[config.mk]
export PLATFORM = sky130hd
export DESIGN_NAME = clint_regs_flat
export DESIGN_NICKNAME = d
export VERILOG_FILES = /design/src/hdl/local_bus_if.sv /design/src/hdl/mtime_counter.sv /design/src/hdl/clint_regs.sv /design/src/flat_wrapper.sv
export VERILOG_INCLUDE_DIRS = /design/src /design/src/hdl
export SDC_FILE = /design/constraint.sdc
export NUM_CORES = 1
export LEC_CHECK = 0
export ABC_AREA = 1
export CAP_MARGIN = 10
export CORE_MARGIN = 2
export CORE_UTILIZATION = 65
export CTS_CLUSTER_SIZE = 10
export DETAILED_ROUTE_END_ITERATION = 16
export DONT_BUFFER_PORTS = 1
export PLACE_DENSITY = 0.92
export SETUP_SLACK_MARGIN = 0.1
export SLEW_MARGIN = 40
export SYNTH_ARGS = -nofsm -noshare
export SYNTH_HDL_FRONTEND = slang
export SYNTH_SLANG_ARGS = --single-unit
[constraint.sdc]
create_clock -name clk_i -period 4.18 [get_ports clk_i]
set_input_delay 0.209 -clock clk_i [delete_from_list [all_inputs] [get_ports clk_i]]
set_output_delay 0.209 -clock clk_i [all_outputs]
set_load 0.01 [all_outputs]
[src/hdl/aquila_defines.svh]
`ifndef AQUILA_DEFINES_SVH
`define AQUILA_DEFINES_SVH

// ---------------------------------------------------------------------------
// Bus geometry
// ---------------------------------------------------------------------------
`define DATA_WIDTH      32

// Scratchpad depth in words, word address width follows from it
`define TCM_WORDS       1024
`define TCM_AW          10

// Upper nibble of the data address
`define SEG_TCM         4'h0
`define SEG_DEVICE      4'hC
`define SEG_SYSDEV      4'hF

// ---------------------------------------------------------------------------
// CLINT register map, word index taken from address bits 4:2
// ---------------------------------------------------------------------------
`define CLINT_AW        3
`define CLINT_MTIME_LO  3'd0
`define CLINT_MTIME_HI  3'd1
`define CLINT_CMP_LO    3'd2
`define CLINT_CMP_HI    3'd3
`define CLINT_MSIP      3'd4

`endif

[src/hdl/local_bus_if.sv]
`timescale 1ns/1ps
`include "aquila_defines.svh"

// Single-cycle local bus between the controller and an on-chip slave
// Slave answers with a one-cycle ready pulse in the cycle after en
interface local_bus_if #(
    parameter int AW = `TCM_AW
);
    logic                     en;
    logic                     we;
    logic [`DATA_WIDTH/8-1:0] be;
    logic [AW-1:0]            addr;      // Word address inside the slave
    logic [`DATA_WIDTH-1:0]   wdata;
    logic [`DATA_WIDTH-1:0]   rdata;
    logic                     ready;

    modport master (
        output en, we, be, addr, wdata,
        input  rdata, ready
    );

    modport slave (
        input  en, we, be, addr, wdata,
        output rdata, ready
    );
endinterface

[src/hdl/mtime_counter.sv]
`timescale 1ns/1ps
`include "aquila_defines.svh"

module mtime_counter (
    input  logic                   clk_i,
    input  logic                   reset_i,
    input  logic                   load_lo_i,
    input  logic                   load_hi_i,
    input  logic [`DATA_WIDTH-1:0] load_data_i,
    output logic [63:0]            mtime_o
);

    logic [63:0] mtime_r;

    // -----------------------------------------------------------------------
    // Free-running timer, a half-word load replaces the increment
    // -----------------------------------------------------------------------
    always_ff @(posedge clk_i) begin
        if (reset_i) begin
            mtime_r <= '0;
        end else if (load_lo_i) begin
            // Upper half kept
            mtime_r <= {mtime_r[63:32], load_data_i};
        end else if (load_hi_i) begin
            mtime_r <= {load_data_i, mtime_r[31:0]};
        end else begin
            // Wraps to zero after all ones
            mtime_r <= mtime_r + 64'd1;
        end
    end

    assign mtime_o = mtime_r;

endmodule

[src/hdl/clint_regs.sv]
`timescale 1ns/1ps
`include "aquila_defines.svh"

module clint_regs (
    input  logic       clk_i,
    input  logic       reset_i,
    local_bus_if.slave bus,
    output logic       tmr_irq_o,
    output logic       sft_irq_o
);

    logic                   wr;
    logic [63:0]            mtime;
    logic [63:0]            mtimecmp_r;
    logic                   msip_r;
    logic                   tmr_irq_r;
    logic [`DATA_WIDTH-1:0] rdata_r;
    logic                   ready_r;

    assign wr = bus.en && bus.we;

    // -----------------------------------------------------------------------
    // Machine timer
    // -----------------------------------------------------------------------
    mtime_counter mtime0 (
        .clk_i       (clk_i),
        .reset_i     (reset_i),
        .load_lo_i   (wr && (bus.addr == `CLINT_MTIME_LO)),
        .load_hi_i   (wr && (bus.addr == `CLINT_MTIME_HI)),
        .load_data_i (bus.wdata),
        .mtime_o     (mtime)
    );

    // -----------------------------------------------------------------------
    // Compare and software interrupt registers, full-word writes
    // -----------------------------------------------------------------------
    always_ff @(posedge clk_i) begin
        if (reset_i) begin
            mtimecmp_r <= '1;
            msip_r     <= 1'b0;
            tmr_irq_r  <= 1'b0;
        end else begin
            if (wr && (bus.addr == `CLINT_CMP_LO)) begin
                mtimecmp_r[31:0] <= bus.wdata;
            end
            if (wr && (bus.addr == `CLINT_CMP_HI)) begin
                mtimecmp_r[63:32] <= bus.wdata;
            end
            if (wr && (bus.addr == `CLINT_MSIP)) begin
                msip_r <= bus.wdata[0];
            end
            tmr_irq_r <= (mtime >= mtimecmp_r);
        end
    end

    // Read mux, registered with the ready pulse
    always_ff @(posedge clk_i) begin
        if (bus.en) begin
            case (bus.addr)
                `CLINT_MTIME_LO: rdata_r <= mtime[31:0];
                `CLINT_MTIME_HI: rdata_r <= mtime[63:32];
                `CLINT_CMP_LO:   rdata_r <= mtimecmp_r[31:0];
                `CLINT_CMP_HI:   rdata_r <= mtimecmp_r[63:32];
                `CLINT_MSIP:     rdata_r <= {{(`DATA_WIDTH-1){1'b0}}, msip_r};
                default:         rdata_r <= '0;   // indexes 5 to 7
            endcase
        end
    end

    always_ff @(posedge clk_i) begin
        if (reset_i) begin
            ready_r <= 1'b0;
        end else begin
            ready_r <= bus.en;
        end
    end

    assign bus.rdata = rdata_r;
    assign bus.ready = ready_r;
    assign tmr_irq_o = tmr_irq_r;
    assign sft_irq_o = msip_r;

    // Registered read path holds one answer, so requests come spaced
    a_en_spaced: assert property (
        @(posedge clk_i) disable iff (reset_i) bus.en |=> !bus.en
    );

endmodule

[src/flat_wrapper.sv]
// flat-port wrapper written by rule: the top's interface ports become plain ports
module clint_regs_flat 
  (clk_i, reset_i, tmr_irq_o, sft_irq_o, bus_en, bus_we, bus_be, bus_addr, bus_wdata, bus_rdata, bus_ready);
  local_bus_if bus_i ();
  input  logic clk_i;
  input  logic reset_i;
  output logic tmr_irq_o;
  output logic sft_irq_o;
  input wire logic [$bits(bus_i.en)-1:0] bus_en;
  input wire logic [$bits(bus_i.we)-1:0] bus_we;
  input wire logic [$bits(bus_i.be)-1:0] bus_be;
  input wire logic [$bits(bus_i.addr)-1:0] bus_addr;
  input wire logic [$bits(bus_i.wdata)-1:0] bus_wdata;
  output wire logic [$bits(bus_i.rdata)-1:0] bus_rdata;
  output wire logic [$bits(bus_i.ready)-1:0] bus_ready;
  assign bus_i.en = bus_en;
  assign bus_i.we = bus_we;
  assign bus_i.be = bus_be;
  assign bus_i.addr = bus_addr;
  assign bus_i.wdata = bus_wdata;
  assign bus_rdata = bus_i.rdata;
  assign bus_ready = bus_i.ready;
  clint_regs u_core (.clk_i(clk_i), .reset_i(reset_i), .bus(bus_i), .tmr_irq_o(tmr_irq_o), .sft_irq_o(sft_irq_o));
endmodule
# Word level (Yosys, flattened, before mapping)
# Index checks and enable logic that the tools add are counted.
[totals] ff_bits=163 latch_bits=0 mem_bits_rw=0 romBits=0 in_bits=50 out_inout_bits=35 wordCells=25 mem_count=0
[op_classes] n_addsub=1 mul=0 div=0 n_lt_le_gt_ge=1 n_eq_ne=5 shift=0 n_mux=3 bitwise=0 n_reduce_logical=7
[ops] op="32-bit case mux with 5 select lines" n=1
[ops] op="64-bit by 1-bit adder with 64-bit output (second input constant)" n=1
[ops] op="64-bit greater-or-equal comparator" n=1
[ops] op="64-bit two-way mux" n=1
[ops] op="32-bit two-way mux" n=1
[ops] op="10-bit by 2-bit equality test with 1-bit output (second input constant)" n=2
[ops] op="10-bit by 1-bit equality test with 1-bit output (second input constant)" n=1
[ops] op="10-bit by 3-bit equality test with 1-bit output (second input constant)" n=1
[ops] op="10-bit zero test" n=1
[ops] op="1-bit logical AND" n=6
[ops] op="2-bit != test (second input constant)" n=1

# Longest topological paths before layout
[depth] word_depth=4 depth_mapped=15

# By module
# A second synthesis with hierarchy kept.
[hier_totals] cells_unflattened=1627 area_unflattened_um2=11056.9
[by_module_without_submodules] module="clint_regs" instances=1 cells_per_inst=760 area_per_inst_um2=6246.0
[by_module_without_submodules] module="mtime_counter" instances=1 cells_per_inst=867 area_per_inst_um2=4810.9

# Worst setup path after synthesis
# OpenSTA, ideal clock, no wires.
[synth_timing] kind="reg-to-reg" from="register u_core.mtime0.mtime_r[1], in the netlist u_core.mtime0.mtime_o[1]" to="register u_core.mtime0.mtime_r[52], in the netlist u_core.mtime0.mtime_o[52]" setup_time_ns=0.130 arrival_ns=1.554 t_required_ns=4.050 setup_slack_ns=2.496 path_stages_with_launch=13 n_path_buf=0 period_less_slack_ns=1.684 cell_sequence="dfxtp_1 -> ha_1 -> nand2_1 -> nor2_2 -> nand2_4 -> nor2_8 -> nand2_4 -> nor2_4 -> nand2_1 -> nand2_1 -> nand2_1 -> a21oi_1 -> nor2_1"
[synth_via] elab_chain_cells=2
[synth_rtl] element="start: declaration" line_no="mtime_counter.sv:13" text="logic [63:0] mtime_r;"
[synth_rtl] element="start signal: assignment" line_no="mtime_counter.sv:23" text="mtime_r <= {mtime_r[63:32], load_data_i};"
[synth_rtl] element="start signal: assignment" line_no="mtime_counter.sv:25" text="mtime_r <= {load_data_i, mtime_r[31:0]};"
[synth_rtl] element="start signal: assignment" line_no="mtime_counter.sv:28" text="mtime_r <= mtime_r + 64'd1;"
[synth_rtl] element="64-bit by 1-bit adder with 64-bit output" line_no="mtime_counter.sv:28"
[synth_rtl] element="64-bit two-way mux" line_no="mtime_counter.sv:24" text="end else if (load_hi_i) begin"
# Every way passes these cells. The select of a mux whose other input is x is not followed.
# A chain may end at the register's enable or synchronous reset.

# Worst setup path after layout
[layout_timing] from="register u_core.mtime0.mtime_r[1], in the netlist u_core.mtime0.mtime_o[1]" to="register u_core.mtime0.mtime_r[44], in the netlist u_core.mtime0.mtime_o[44]"
# Same word-level chain as after synthesis.

==> impl_results.md <==
- # nets final: 1677
- Cell row count: 47
- Distinct cells, synth: 43
- Initial Util: 0.659
- Final GP Congestion: 1.00
- Max-cap violations: 0
- Setup TNS: 0 ns
- Core ar.: 0.0165 mm²
- Iteration-0 DRC Markers: 1648
- Area grow syn2layout: 8.42%
- Setup ws final: 1.86 ns
- H-tree depth: 4
- Port Buffers: 0
- Worst rel slew slack: 0.457
- Count of pins over their slew limit: 0
- Clk Latency, worst-skew pair: 0.45 ns
- Filler Cell Count: 1317
- Cell Area, Synth: 0.0108 mm²
- Post-layout power: 3350 µW
- Ys async rst share: 0
- Wire per inst: 21.1 µm
- Die W: 133 µm
- Vias per cell: 6.37
- Yosys warns: 0
- Clk slew on worst S/H paths: 0.06 ns
- Setup Skew: 0.00994 ns
- Final period util: 0.554
- Residual DRC: 0
- Largest net degree at the start of global routing: 71
- Post-synth top flop: dfxtp_1
- CTS root buffer: clkbuf_16
- Post-synth EDFFs: 32
- Setup WS pre-CTS: 2.00 ns
- Clk buf depth: 2
- Die height: 133 µm
- Setup bufs post-CTS: 0
- Crit path max fanout: 7
- Data arrival, critical path: 2.68 ns
- Sequential share of the synthesized area: 0.330
- CP max stage delay: 0.42 ns
- Die ar.: 0.0177 mm²
- Vias in the first global route: 10700
- Worst Path Required: 4.54 ns
- CTS tree: done
- Hpwl dp: 26.9 mm
- Most used cell, CP: nand2_1
- Proportion of layout cells with a drive suffix above 1: 0.0844
- Stages on the worst setup path: 11
- Final ANT Viol Nets: 0
- Slowest-stage cell, CP: dfxtp_1
- # diodes: 0
- CP Capture Type: flop
- Peak supply drop: 286 µV
- Power density cells: 285 mW/mm²
- First-pass DRT Iterations: 7
- Final min period: 2.32 ns
- WL final: 37.9 mm
- GRT Total Usage: 0.428
- Initial antenna violation count: 0
- Post-synthesis instance total: 1565
- Status: finished, final reports clean
- CP bufs+invs: 1
- Post-cts sizing count: 0
- First-pass GRT wire length: 58.5 mm
- Total number of vias: 11400
- Clock sinks: 163
- RSZ-0062 raised after global routing: no
- Hold Crit Class: input port to flop
- Hold depth: 2
- Final hold slack: 0.0149 ns
- Mean Syn Cell Area: 6.93 µm²
- Top cell family by delay on the critical path: simple AND/OR/NAND/NOR gates
- Final Hold Viols: 0
- Worst R2R Path Depth: 11
- Total congestion overflow: 0
- Slew at the pin with the worst max-slew slack: 0.814 ns
- TritonCTS Buffers: 17
- #FFs+latches synth: 163
- Reg-to-reg setup timing slack: 1.86 ns
- CP startpoint kind: flop
- Critical-path cell list: ha_1, nand2_1, nor2_2, nand2_4, nor2_1, nand2_1, inv_2, nand2_1, nand2_1, nand3_1, a31oi_1
- Fmax: 432 MHz
- Final setup fails: 0
- I/O pins: 85
- Syn_nets: 1680
- LEAKAGE: 0.00557 µW
- CTS Hold Bufs: 22
- Setup CP Type: flop to flop
==> final timing paths <==
path | end | from
max | u_core.mtime0.mtime_o[44] | u_core.mtime0.mtime_o[1]
min | u_core.mtimecmp_r[50] | bus_wdata[18]
max reg2reg | u_core.mtime0.mtime_o[44] | u_core.mtime0.mtime_o[1]
min reg2reg | u_core.mtimecmp_r[52] | u_core.mtimecmp_r[52]
==> cell type report <==
type                            count  area, µm²  share of cell area
Clock buffer                       25        495              0.0421
Sequential cell                   163       3580               0.305
Tap cell                          220        275              0.0234
Multi-Input combinational cell   1110       6100               0.518
Timing Repair Buffer               31        315              0.0268
Clock inverter                      7       96.3             0.00819
Inverter                          239        900              0.0765
==> layer usage <==
metal	up-vias	share of wire	track usage
met5	-	0	0
li1	5206	-	-
met4	0	0.047	0.196
met3	166	0.11	0.0993
met1	5196	0.39	0.558
met2	858	0.45	0.680
==> cell families after synthesis <==
family,after synthesis,synth area share
adders and majority gates,65,0.0750
and+or+nand+nor,705,0.291
AOI/OAI and AO/OA,331,0.187
xor gates and xnor gates,9,0.00727
DFF,163,0.330
buffers and inverters,292,0.109
==> synthesized netlist by cell type, types with 5 or more instances <==
cell	count	area, µm²
nor2_1	144	541
buf_2	27	135
ha_1	65	813
o21ai_0	61	305
o22ai_2	10	125
o211ai_1	64	480
dfxtp_1	131	2620
nor2_4	11	124
a31oi_1	24	150
nand2_1	389	1460
nor2_2	26	163
xor2_1	9	78.8
buf_4	5	37.5
nor3_1	13	65.1
nand4_1	21	131
edfxtp_1	32	961
o22ai_1	60	375
nand2_2	12	75.1
inv_2	14	52.6
clkbuf_1	17	63.8
inv_1	225	845
nand3_1	66	330
a21oi_1	98	490
==> power by group <==
part | internal, µW | leakage (µW) | switching [µW]
clock | 945 | 0.000288 | 669
sequential | 1610 | 0.00139 | 13.9
combinational | 31.6 | 0.00390 | 75.5
total | 2590 | 0.00557 | 759
==> metrics by stage <==
stage                     utilization  area (µm²)  std cells
after floorplan                     -       10800       1565
after global placement          0.662       10900       1740
after detailed placement        0.663       10900       1741
after CTS                       0.714       11800       1795
after global routing            0.714       11800       1795
final                           0.714       11800       1795
==> flip-flops by register name (all words and copies together) (netlist names) <==
| register | cells |
|---|---|
| u_core.mtimecmp_r | 64 |
| u_core.mtime0.mtime_o | 64 |
| u_core.bus.rdata | 32 |
| u_core.tmr_irq_o | 1 |
| u_core.sft_irq_o | 1 |
| u_core.bus.ready | 1 |
==> placed cells by master, fill, tap and decap left out, types with 10 or more instances in the layout <==
master         instances
nor2_4                11
dfxtp_1              131
nor2_2                26
nand2_1              387
a21oi_1               98
a31oi_1               24
inv_1                224
o21ai_0               61
o22ai_1               60
ha_1                  65
dlygate4sd3_1         20
nor3_1                13
o211ai_1              64
clkbuf_16             17
nand3_1               66
edfxtp_1              32
o22ai_2               10
inv_2                 14
nand2_2               13
nand4_1               21
nor2_1               144
No activity file was read; power rests on OpenSTA's default activity.
