**src/hdl/aquila_defines.svh**
```systemverilog
`ifndef AQUILA_DEFINES_SVH
`define AQUILA_DEFINES_SVH

// ---------------------------------------------------------------------------
// Bus geometry
// ---------------------------------------------------------------------------
`define DATA_WIDTH      32

// Scratchpad depth in words, word address width follows from it
`define TCM_WORDS       1024
`define TCM_AW          10

// Upper nibble of the data address
`define SEG_TCM         4'h0
`define SEG_DEVICE      4'hC
`define SEG_SYSDEV      4'hF

// ---------------------------------------------------------------------------
// CLINT register map, word index taken from address bits 4:2
// ---------------------------------------------------------------------------
`define CLINT_AW        3
`define CLINT_MTIME_LO  3'd0
`define CLINT_MTIME_HI  3'd1
`define CLINT_CMP_LO    3'd2
`define CLINT_CMP_HI    3'd3
`define CLINT_MSIP      3'd4

`endif

```
**src/hdl/aquila_pkg.sv**
```systemverilog
package aquila_pkg;

    // -----------------------------------------------------------------------
    // Data address, seen as memory word or as system device register
    // -----------------------------------------------------------------------

    // Memory view for TCM, DRAM and device segments
    typedef struct packed {
        logic [3:0]  seg;
        logic [25:0] word;
        logic [1:0]  byte_off;
    } mem_addr_t;

    // System device view for the 0xF segment
    typedef struct packed {
        logic [3:0]  seg;
        logic [7:0]  rsvd_hi;
        logic [3:0]  dev_sel;     // 0 selects the CLINT
        logic [10:0] rsvd_lo;
        logic [2:0]  reg_idx;
        logic [1:0]  byte_off;
    } sysdev_addr_t;

    typedef union packed {
        mem_addr_t    mem;
        sysdev_addr_t sysdev;
    } data_addr_u;

    // Bus controller states
    typedef enum logic [1:0] {
        IDLE,
        LOCAL,
        DEVICE
    } bus_state_e;

endpackage

```
**src/hdl/local_bus_if.sv**
```systemverilog
`timescale 1ns/1ps
`include "aquila_defines.svh"

// Single-cycle local bus between the controller and an on-chip slave
// Slave answers with a one-cycle ready pulse in the cycle after en
interface local_bus_if #(
    parameter int AW = `TCM_AW
);
    logic                     en;
    logic                     we;
    logic [`DATA_WIDTH/8-1:0] be;
    logic [AW-1:0]            addr;      // Word address inside the slave
    logic [`DATA_WIDTH-1:0]   wdata;
    logic [`DATA_WIDTH-1:0]   rdata;
    logic                     ready;

    modport master (
        output en, we, be, addr, wdata,
        input  rdata, ready
    );

    modport slave (
        input  en, we, be, addr, wdata,
        output rdata, ready
    );
endinterface

```
**src/hdl/data_bus_ctrl.sv**
```systemverilog
`timescale 1ns/1ps
`include "aquila_defines.svh"

module data_bus_ctrl
    import aquila_pkg::*;
(
    input  logic                     clk_i,
    input  logic                     reset_i,

    // Core data request, one access in flight
    input  logic                     req_i,
    input  data_addr_u               addr_i,
    input  logic                     rw_i,
    input  logic [`DATA_WIDTH/8-1:0] be_i,
    input  logic [`DATA_WIDTH-1:0]   wdata_i,
    output logic                     ready_o,
    output logic [`DATA_WIDTH-1:0]   rdata_o,

    // Uncached device master port
    output logic                     dev_strobe_o,
    output logic [`DATA_WIDTH-1:0]   dev_addr_o,
    output logic                     dev_rw_o,
    output logic [`DATA_WIDTH/8-1:0] dev_be_o,
    output logic [`DATA_WIDTH-1:0]   dev_wdata_o,
    input  logic                     dev_ready_i,
    input  logic [`DATA_WIDTH-1:0]   dev_rdata_i,

    // Local slaves
    local_bus_if.master              tcm_m,
    local_bus_if.master              clint_m
);

    bus_state_e state_r;
    bus_state_e state_nx;

    logic req_idle;
    logic is_tcm;
    logic is_dev;
    logic is_clint;

    // Slave owning the access in LOCAL, neither means unmapped
    logic sel_tcm_r;
    logic sel_clint_r;

    // -----------------------------------------------------------------------
    // Request decode
    // -----------------------------------------------------------------------
    assign req_idle = req_i && (state_r == IDLE);
    assign is_tcm   = (addr_i.mem.seg == `SEG_TCM);
    assign is_dev   = (addr_i.mem.seg == `SEG_DEVICE);
    // Only select 0 of the system segment is backed, the CLINT
    assign is_clint = (addr_i.sysdev.seg == `SEG_SYSDEV) && (addr_i.sysdev.dev_sel == 4'h0);

    // Local slave requests share address and data, en picks the target
    assign tcm_m.en      = req_idle && is_tcm;
    assign tcm_m.we      = rw_i;
    assign tcm_m.be      = be_i;
    assign tcm_m.addr    = addr_i.mem.word[`TCM_AW-1:0];
    assign tcm_m.wdata   = wdata_i;

    assign clint_m.en    = req_idle && is_clint;
    assign clint_m.we    = rw_i;
    assign clint_m.be    = be_i;
    assign clint_m.addr  = addr_i.sysdev.reg_idx;
    assign clint_m.wdata = wdata_i;

    // Device port sees the request in the strobe cycle
    assign dev_strobe_o = req_idle && is_dev;
    assign dev_addr_o   = is_dev ? addr_i : '0;
    assign dev_rw_o     = rw_i && is_dev;
    assign dev_be_o     = be_i;
    assign dev_wdata_o  = is_dev ? wdata_i : '0;

    // -----------------------------------------------------------------------
    // FSM
    // -----------------------------------------------------------------------
    always_comb begin
        state_nx = state_r;
        case (state_r)
            IDLE: begin
                if (req_i) begin
                    state_nx = is_dev ? DEVICE : LOCAL;
                end
            end
            LOCAL: begin
                if (ready_o) begin
                    state_nx = IDLE;
                end
            end
            DEVICE: begin
                // Variable latency, wait for the device
                if (dev_ready_i) begin
                    state_nx = IDLE;
                end
            end
            default: state_nx = IDLE;
        endcase
    end

    always_ff @(posedge clk_i) begin
        if (reset_i) begin
            state_r     <= IDLE;
            sel_tcm_r   <= 1'b0;
            sel_clint_r <= 1'b0;
        end else begin
            state_r <= state_nx;
            if (req_idle) begin
                sel_tcm_r   <= is_tcm;
                sel_clint_r <= is_clint;
            end
        end
    end

    // -----------------------------------------------------------------------
    // Response mux back to the core
    // -----------------------------------------------------------------------
    always_comb begin
        ready_o = 1'b0;
        rdata_o = '0;
        case (state_r)
            LOCAL: begin
                if (sel_tcm_r) begin
                    ready_o = tcm_m.ready;
                    rdata_o = tcm_m.rdata;
                end else if (sel_clint_r) begin
                    ready_o = clint_m.ready;
                    rdata_o = clint_m.rdata;
                end else begin
                    // DRAM or unknown system device, answered with zero
                    ready_o = 1'b1;
                end
            end
            DEVICE: begin
                ready_o = dev_ready_i;
                rdata_o = dev_rdata_i;
            end
            default: begin
                ready_o = 1'b0;
            end
        endcase
    end

    // Core must hold off until the previous access has completed
    a_req_only_idle: assert property (
        @(posedge clk_i) disable iff (reset_i) req_i |-> (state_r == IDLE)
    );

    // A local slave answers only for the access steered to it
    a_tcm_ready_owned: assert property (
        @(posedge clk_i) disable iff (reset_i)
            tcm_m.ready |-> (state_r == LOCAL) && sel_tcm_r
    );

    a_clint_ready_owned: assert property (
        @(posedge clk_i) disable iff (reset_i)
            clint_m.ready |-> (state_r == LOCAL) && sel_clint_r
    );

endmodule

```
**src/flat_wrapper.sv**
```systemverilog
// flat-port wrapper written by rule: the top's interface ports become plain ports
module data_bus_ctrl_flat import aquila_pkg::*;
  (clk_i, reset_i, req_i, addr_i, rw_i, be_i, wdata_i, ready_o, rdata_o, dev_strobe_o, dev_addr_o, dev_rw_o, dev_be_o, dev_wdata_o, dev_ready_i, dev_rdata_i, tcm_m_en, tcm_m_we, tcm_m_be, tcm_m_addr, tcm_m_wdata, tcm_m_rdata, tcm_m_ready, clint_m_en, clint_m_we, clint_m_be, clint_m_addr, clint_m_wdata, clint_m_rdata, clint_m_ready);
  local_bus_if tcm_m_i ();
  local_bus_if clint_m_i ();
  input  logic clk_i;
  input  logic reset_i;
  input  logic req_i;
  input  data_addr_u addr_i;
  input  logic rw_i;
  input  logic [`DATA_WIDTH/8-1:0] be_i;
  input  logic [`DATA_WIDTH-1:0] wdata_i;
  output logic ready_o;
  output logic [`DATA_WIDTH-1:0] rdata_o;
  output logic dev_strobe_o;
  output logic [`DATA_WIDTH-1:0] dev_addr_o;
  output logic dev_rw_o;
  output logic [`DATA_WIDTH/8-1:0] dev_be_o;
  output logic [`DATA_WIDTH-1:0] dev_wdata_o;
  input  logic dev_ready_i;
  input  logic [`DATA_WIDTH-1:0] dev_rdata_i;
  output wire logic [$bits(tcm_m_i.en)-1:0] tcm_m_en;
  output wire logic [$bits(tcm_m_i.we)-1:0] tcm_m_we;
  output wire logic [$bits(tcm_m_i.be)-1:0] tcm_m_be;
  output wire logic [$bits(tcm_m_i.addr)-1:0] tcm_m_addr;
  output wire logic [$bits(tcm_m_i.wdata)-1:0] tcm_m_wdata;
  input wire logic [$bits(tcm_m_i.rdata)-1:0] tcm_m_rdata;
  input wire logic [$bits(tcm_m_i.ready)-1:0] tcm_m_ready;
  output wire logic [$bits(clint_m_i.en)-1:0] clint_m_en;
  output wire logic [$bits(clint_m_i.we)-1:0] clint_m_we;
  output wire logic [$bits(clint_m_i.be)-1:0] clint_m_be;
  output wire logic [$bits(clint_m_i.addr)-1:0] clint_m_addr;
  output wire logic [$bits(clint_m_i.wdata)-1:0] clint_m_wdata;
  input wire logic [$bits(clint_m_i.rdata)-1:0] clint_m_rdata;
  input wire logic [$bits(clint_m_i.ready)-1:0] clint_m_ready;
  assign tcm_m_en = tcm_m_i.en;
  assign tcm_m_we = tcm_m_i.we;
  assign tcm_m_be = tcm_m_i.be;
  assign tcm_m_addr = tcm_m_i.addr;
  assign tcm_m_wdata = tcm_m_i.wdata;
  assign tcm_m_i.rdata = tcm_m_rdata;
  assign tcm_m_i.ready = tcm_m_ready;
  assign clint_m_en = clint_m_i.en;
  assign clint_m_we = clint_m_i.we;
  assign clint_m_be = clint_m_i.be;
  assign clint_m_addr = clint_m_i.addr;
  assign clint_m_wdata = clint_m_i.wdata;
  assign clint_m_i.rdata = clint_m_rdata;
  assign clint_m_i.ready = clint_m_ready;
  data_bus_ctrl u_core (.clk_i(clk_i), .reset_i(reset_i), .req_i(req_i), .addr_i(addr_i), .rw_i(rw_i), .be_i(be_i), .wdata_i(wdata_i), .ready_o(ready_o), .rdata_o(rdata_o), .dev_strobe_o(dev_strobe_o), .dev_addr_o(dev_addr_o), .dev_rw_o(dev_rw_o), .dev_be_o(dev_be_o), .dev_wdata_o(dev_wdata_o), .dev_ready_i(dev_ready_i), .dev_rdata_i(dev_rdata_i), .tcm_m(tcm_m_i), .clint_m(clint_m_i));
endmodule
```
**config.mk**
```make
export PLATFORM = sky130hd
export DESIGN_NAME = data_bus_ctrl_flat
export DESIGN_NICKNAME = d
export VERILOG_FILES = /design/src/hdl/aquila_pkg.sv /design/src/hdl/local_bus_if.sv /design/src/hdl/data_bus_ctrl.sv /design/src/flat_wrapper.sv
export VERILOG_INCLUDE_DIRS = /design/src /design/src/hdl
export SDC_FILE = /design/constraint.sdc
export NUM_CORES = 1
export LEC_CHECK = 0
export ABC_AREA = 1
export BUFFER_PORTS_ARGS = -buffer_cell sky130_fd_sc_hd__clkbuf_2
export CAP_MARGIN = 30
export CORE_AREA = 2 2 145 147
export DETAILED_ROUTE_END_ITERATION = 8
export DIE_AREA = 0 0 147 149
export MAX_ROUTING_LAYER = met4
export PLACE_DENSITY = 0.38
export SLEW_MARGIN = 20
export SYNTH_ARGS = -nofsm -noshare
export SYNTH_HDL_FRONTEND = slang
export SYNTH_SLANG_ARGS = --single-unit
```
**constraint.sdc**
```tcl
create_clock -name clk_i -period 3.4 [get_ports clk_i]
set_input_delay 0.85 -clock clk_i [delete_from_list [all_inputs] [get_ports clk_i]]
set_output_delay 0.85 -clock clk_i [all_outputs]
set_load 0.02 [all_outputs]
```
# After elaboration in Yosys (flattened, before gate mapping)

Cells that the tools add are included.

Eq/ne operators: 7
Muxes and demuxes: 13
Reductions and logical operators: 10

Operator list:

| cell               | number |
|---|---|
| $mux 32            | 4 |
| $pmux 32 s2        | 1 |
| $eq 4x4->1 const B | 2 |
| $logic_not 4->1    | 2 |
| $mux 2             | 4 |
| $logic_and 1x1->1  | 6 |
| $ne 2x2->1 const B | 3 |
| $pmux 2 s3         | 1 |
| $reduce_and 3->1   | 1 |
| $eq 2x1->1 const B | 1 |
| $eq 2x2->1 const B | 1 |
| $logic_not 2->1    | 1 |
| $mux 1             | 2 |
| $pmux 1 s2         | 1 |

Register bits after elaboration: 4
Input bits: 171
Output and inout bits: 199
Word-level logic and storage cells: 33

# Depth between registers and ports, before layout

Depth after elaboration: 5
Depth in mapped cells: 12
Mapped depth without buffers: 11

# Worst setup path after synthesis

OpenSTA, ideal clock, no wires.

Path type: input-to-output
Start: input port addr_i[29] (netlist name)
End: output port dev_addr_o[0]
Arrival: 1.853 ns
Data required time: 2.550 ns
Slack: 0.697 ns
Stages: 6
Buffers on the path: 1
Cell sequence: nor2_1 > inv_1 > nor2_2 > inv_2 > clkbuf_1 > nor2_1

Word-level cells in the longest chain between the ends: 2

Ends and longest elaborated chain:

| element                     | line                | RTL |
|---|---|---|
| start, declared             | flat_wrapper.sv:9   | `input data_addr_u addr_i;` |
| $eq 4x4->1 (no source line) | n/a                 |  |
| $mux 32                     | data_bus_ctrl.sv:69 | `assign dev_addr_o = is_dev ? addr_i : '0;` |
| end, declared               | flat_wrapper.sv:16  | `` output logic [`DATA_WIDTH-1:0] dev_addr_o; `` |

Every way passes these cells.

# Worst setup path in the final report

Start: input port addr_i[29] (netlist name)
End: output port dev_wdata_o[13]

Word-level cells in the longest chain between the ends: 2

Ends and longest elaborated chain:

| element                     | line                | RTL |
|---|---|---|
| $eq 4x4->1 (no source line) | n/a                 |  |
| $mux 32                     | data_bus_ctrl.sv:72 | `assign dev_wdata_o = is_dev ? wdata_i : '0;` |
| end, declared               | flat_wrapper.sv:19  | `` output logic [`DATA_WIDTH-1:0] dev_wdata_o; `` |

Every way passes these cells.

==> results.md <==
- Status: finished, final reports clean
- Slew Viols, Final: 0
- Number of DRC violations after detailed-routing iteration 0: 57
- Cell-internal power: 0.335 mW
- Main synth FF type: dfxtp_1
- Multi-input gate area: 0.00114 mm^2
- Class of the tightest hold or removal check: flop to flop
- Crit path DAT: 1.93 ns
- Total clock sinks: 4
- Sw Pwr: 0.257 mW
- CTS Hold Buffers Added: 0
- Final hold violation count: 0
- Number of placed instances with taps included: 939
- Post-layout worst setup margin: 0.624 ns
- Proportion of synthesized flip-flops having asynchronous set or reset: 0%
- Vias in the first global route: 3,019
- Signed area change from the synthesized netlist to the final layout: 59.6%
- Endpoint class of the critical path: output pin
- Number of buffers inserted by port buffering: 344
- Reg clk slew, reported paths: 0.03 ns
- GRT Total Usage: 9.16%
- Pin count of the biggest net entering global routing: 55
- Clock tree from TritonCTS: done
- Starting Density: 11.4%
- Commonest cells in the netlist: buf_4 (103), nand2_1 (75), inv_1 (73)
- Per-cell routed wire length: 11.4 um
- # Post-CTS Setup Buffers: 0
- Final design instance area without fill: 0.00373 mm^2
- Launch point of the worst reg-to-reg path: u_core.state_r[1]
- Type of the worst setup path: primary input to output pin
- Number of storage elements in the synthesis netlist: 4
- Drt total wl: 10,700 um
- Root Buffer Master: clkbuf_16
- Slew headroom: 65.8%
- DRT antenna net count: 0
- Worst endpoint required time: 2.55 ns
- PwrDens: 159 mW/mm^2
- First element of the critical path: addr_i[29]
- First-pass detailed-route iteration total: 4
- Synth area leaders: buf_4 (33%), nand2_1 (12%), a22o_1 (12%), inv_1 (12%), nor2_1 (11%)
- First-pass GRT wire length: 15,600 um
- Register Area: 80.1 um^2
- HPWL after DPL: 9390 um
- Worst slew pin tran: 0.514 ns
- Maximum root-to-sink buffer count: 2
- H-tree levels: 1
- Total number of yosys warnings: 0
- Portion of synthesized cell area occupied by the leading cell type: 33.1%
- Number of vias in the routed layout: 3,305
- Remaining DRCs: 0
- ANT cells: 0
- Core Footprint: 0.0206 mm^2
- Number of rows created at floorplan: 53
- Final instance count without filler cells: 942
- Fill count: 2,443
- Mean number of vias per cell: 3.51
- Weighted congestion at the end of routability-driven global placement: 0.772
- Maximum vdd ir drop: 119 uV
- Worst Clk Skew: 0.000637 ns
- Cell area after placement: 0.00366 mm^2
- Syn_area_per_cell: 5.49 um^2
- Die W: 147 um
- Dpl ws: 0.611 ns
- Family with the most delay on the worst path: buffers and inverters
- RSZ-0062 raised after global routing: false
- Yosys top cell by area: buf_4
- Cell count after synthesis: 426
- Count of cells resized by post-cts repair: 0
- Antenna violations before repair: 0
- Peak fanout along the critical path: 54
- Peak clock frequency supported by timing: 360 MHz
- Share of power burned in the clock network: 30.5%
- Worst path slowest cell: buf_12
- Total Negative Setup Slacks: 0 ns
- CP peak stage delay: 0.20 ns
- Switching part of the total power: 43.5%
- CTS Buf Count: 3
- Leakage component of the power: 2.36 nW
- Height of the die: 149 um
- Insertion delay to the later sink of the worst-skew pair: 0.22 ns
- Part of the power in combinational logic: 61.0%
- Post-synthesis instance area: 0.00234 mm^2
- Fraction of final layout cells sized beyond drive strength 1: 54.4%
- Minimum clock period: 2.78 ns
- Total number of nets in the final design: 843
- Share of the cycle needed by the critical path after routing: 81.6%
- Number of ports placed on the die boundary: 370
- Number of flops mapped to enable cells by yosys: 0
- Die Footprint: 0.0219 mm^2
- Hold Worst Slack: 0.484 ns
- Sequential area share after synthesis: 3.42%
- Buffers and inverters on the worst path: 5
- Count of different cell masters after synthesis: 21
- Grt ovf: 0
- Sequential group share of total power: 8.5%
- Worst hold path startpoint: u_core.state_r[1]
- Final Setup Violations: 0
- Worst setup SP type: primary input
- Max-cap check violation count: 0
- Crit-path cells: clkbuf_2 > nor2_1 > inv_1 > nor2_2 > inv_2 > buf_12 > nor2_1 > clkbuf_2
- Most instantiated library cell after synthesis: buf_4
[cell type report]
cell class	instances	share of cell area (%)
tap	275	9.22
inverter	74	7.44
clock buffer	3	2.01
sequential	4	2.15
timing repair buffer	354	48.5
multi-input combinational	232	30.7
[metrics by stage]
stage                     util (%)  power, mW
final                         18.1      0.592
after global routing          18.1      0.635
after CTS                     18.1      0.600
after detailed placement      17.8      0.416
after global placement        17.8      0.419
after floorplan                  -      0.315
[per-layer routing]
metal / GRT usage [%] / routed length, um / share of wire (%) / vias up
met5: - / 0 / 0 / -
met1: 10.4 / 4260 / 40 / 1424
li1: - / - / - / 1676
met2: 17.0 / 5480 / 51 / 194
met4: 2.79 / 161 / 1.5 / 0
met3: 0.917 / 815 / 7.6 / 11
[registers in the layout, summed over array words and instances, names as in the netlist]
name                cells
u_core.state_r          2
u_core.sel_clint_r      1
u_core.sel_tcm_r        1
[worst paths after layout]
check / depth (start not counted) / end / slack [ns]
setup / recovery: 8 / dev_wdata_o[13] / 0.62
hold / removal: 2 / u_core.state_r[1] / 0.48
setup reg to reg: 12 / u_core.state_r[0] / 1.80
hold reg to reg: 2 / u_core.state_r[1] / 0.48
[kinds of logic after synthesis]
| logic type | count (synthesis) | synth area share, % |
|---|---|---|
| buffers and inverters | 198 | 48.9 |
| and+or+nand+nor | 151 | 26.0 |
| AOI/OAI and AO/OA | 69 | 19.9 |
| DFF | 4 | 3.42 |
| adders and majority gates | 3 | 1.61 |
| other | 1 | 0.160 |
[worst register-to-register path, cell delays in order, from the launching register on]
cell and delay (ns):
dfxtp_1 0.31, inv_1 0.08, ha_1 0.16, buf_4 0.23
inv_1 0.06, a21oi_1 0.15, nand2_1 0.09, nand2_1 0.07
nand2_2 0.06, nand2_2 0.08, nand3_2 0.07, nand2_1 0.07
a21oi_1 0.05
[power groups by stage]
stage | sequential (mW) | clock (mW) | combinational [mW]
6_report | 0.0504 | 0.180 | 0.361
2_1_floorplan | 0.0505 | 0 | 0.265
3_5_place_dp | 0.0510 | 0 | 0.365
5_1_grt | 0.0506 | 0.189 | 0.395
3_3_place_gp | 0.0510 | 0 | 0.368
4_1_cts | 0.0504 | 0.183 | 0.367
[cells in the final DEF (no fill, tap or decap), types with 2 or more instances in the layout]
cell type,count
buf_4,9
ha_1,3
conb_1,9
nand4_1,2
nand2_2,2
dfxtp_1,4
clkbuf_16,3
nor2_1,66
inv_1,73
nor4_1,2
nand2_1,75
clkbuf_2,344
a22o_1,32
a21oi_1,37
No activity file was read; power rests on OpenSTA's default activity.
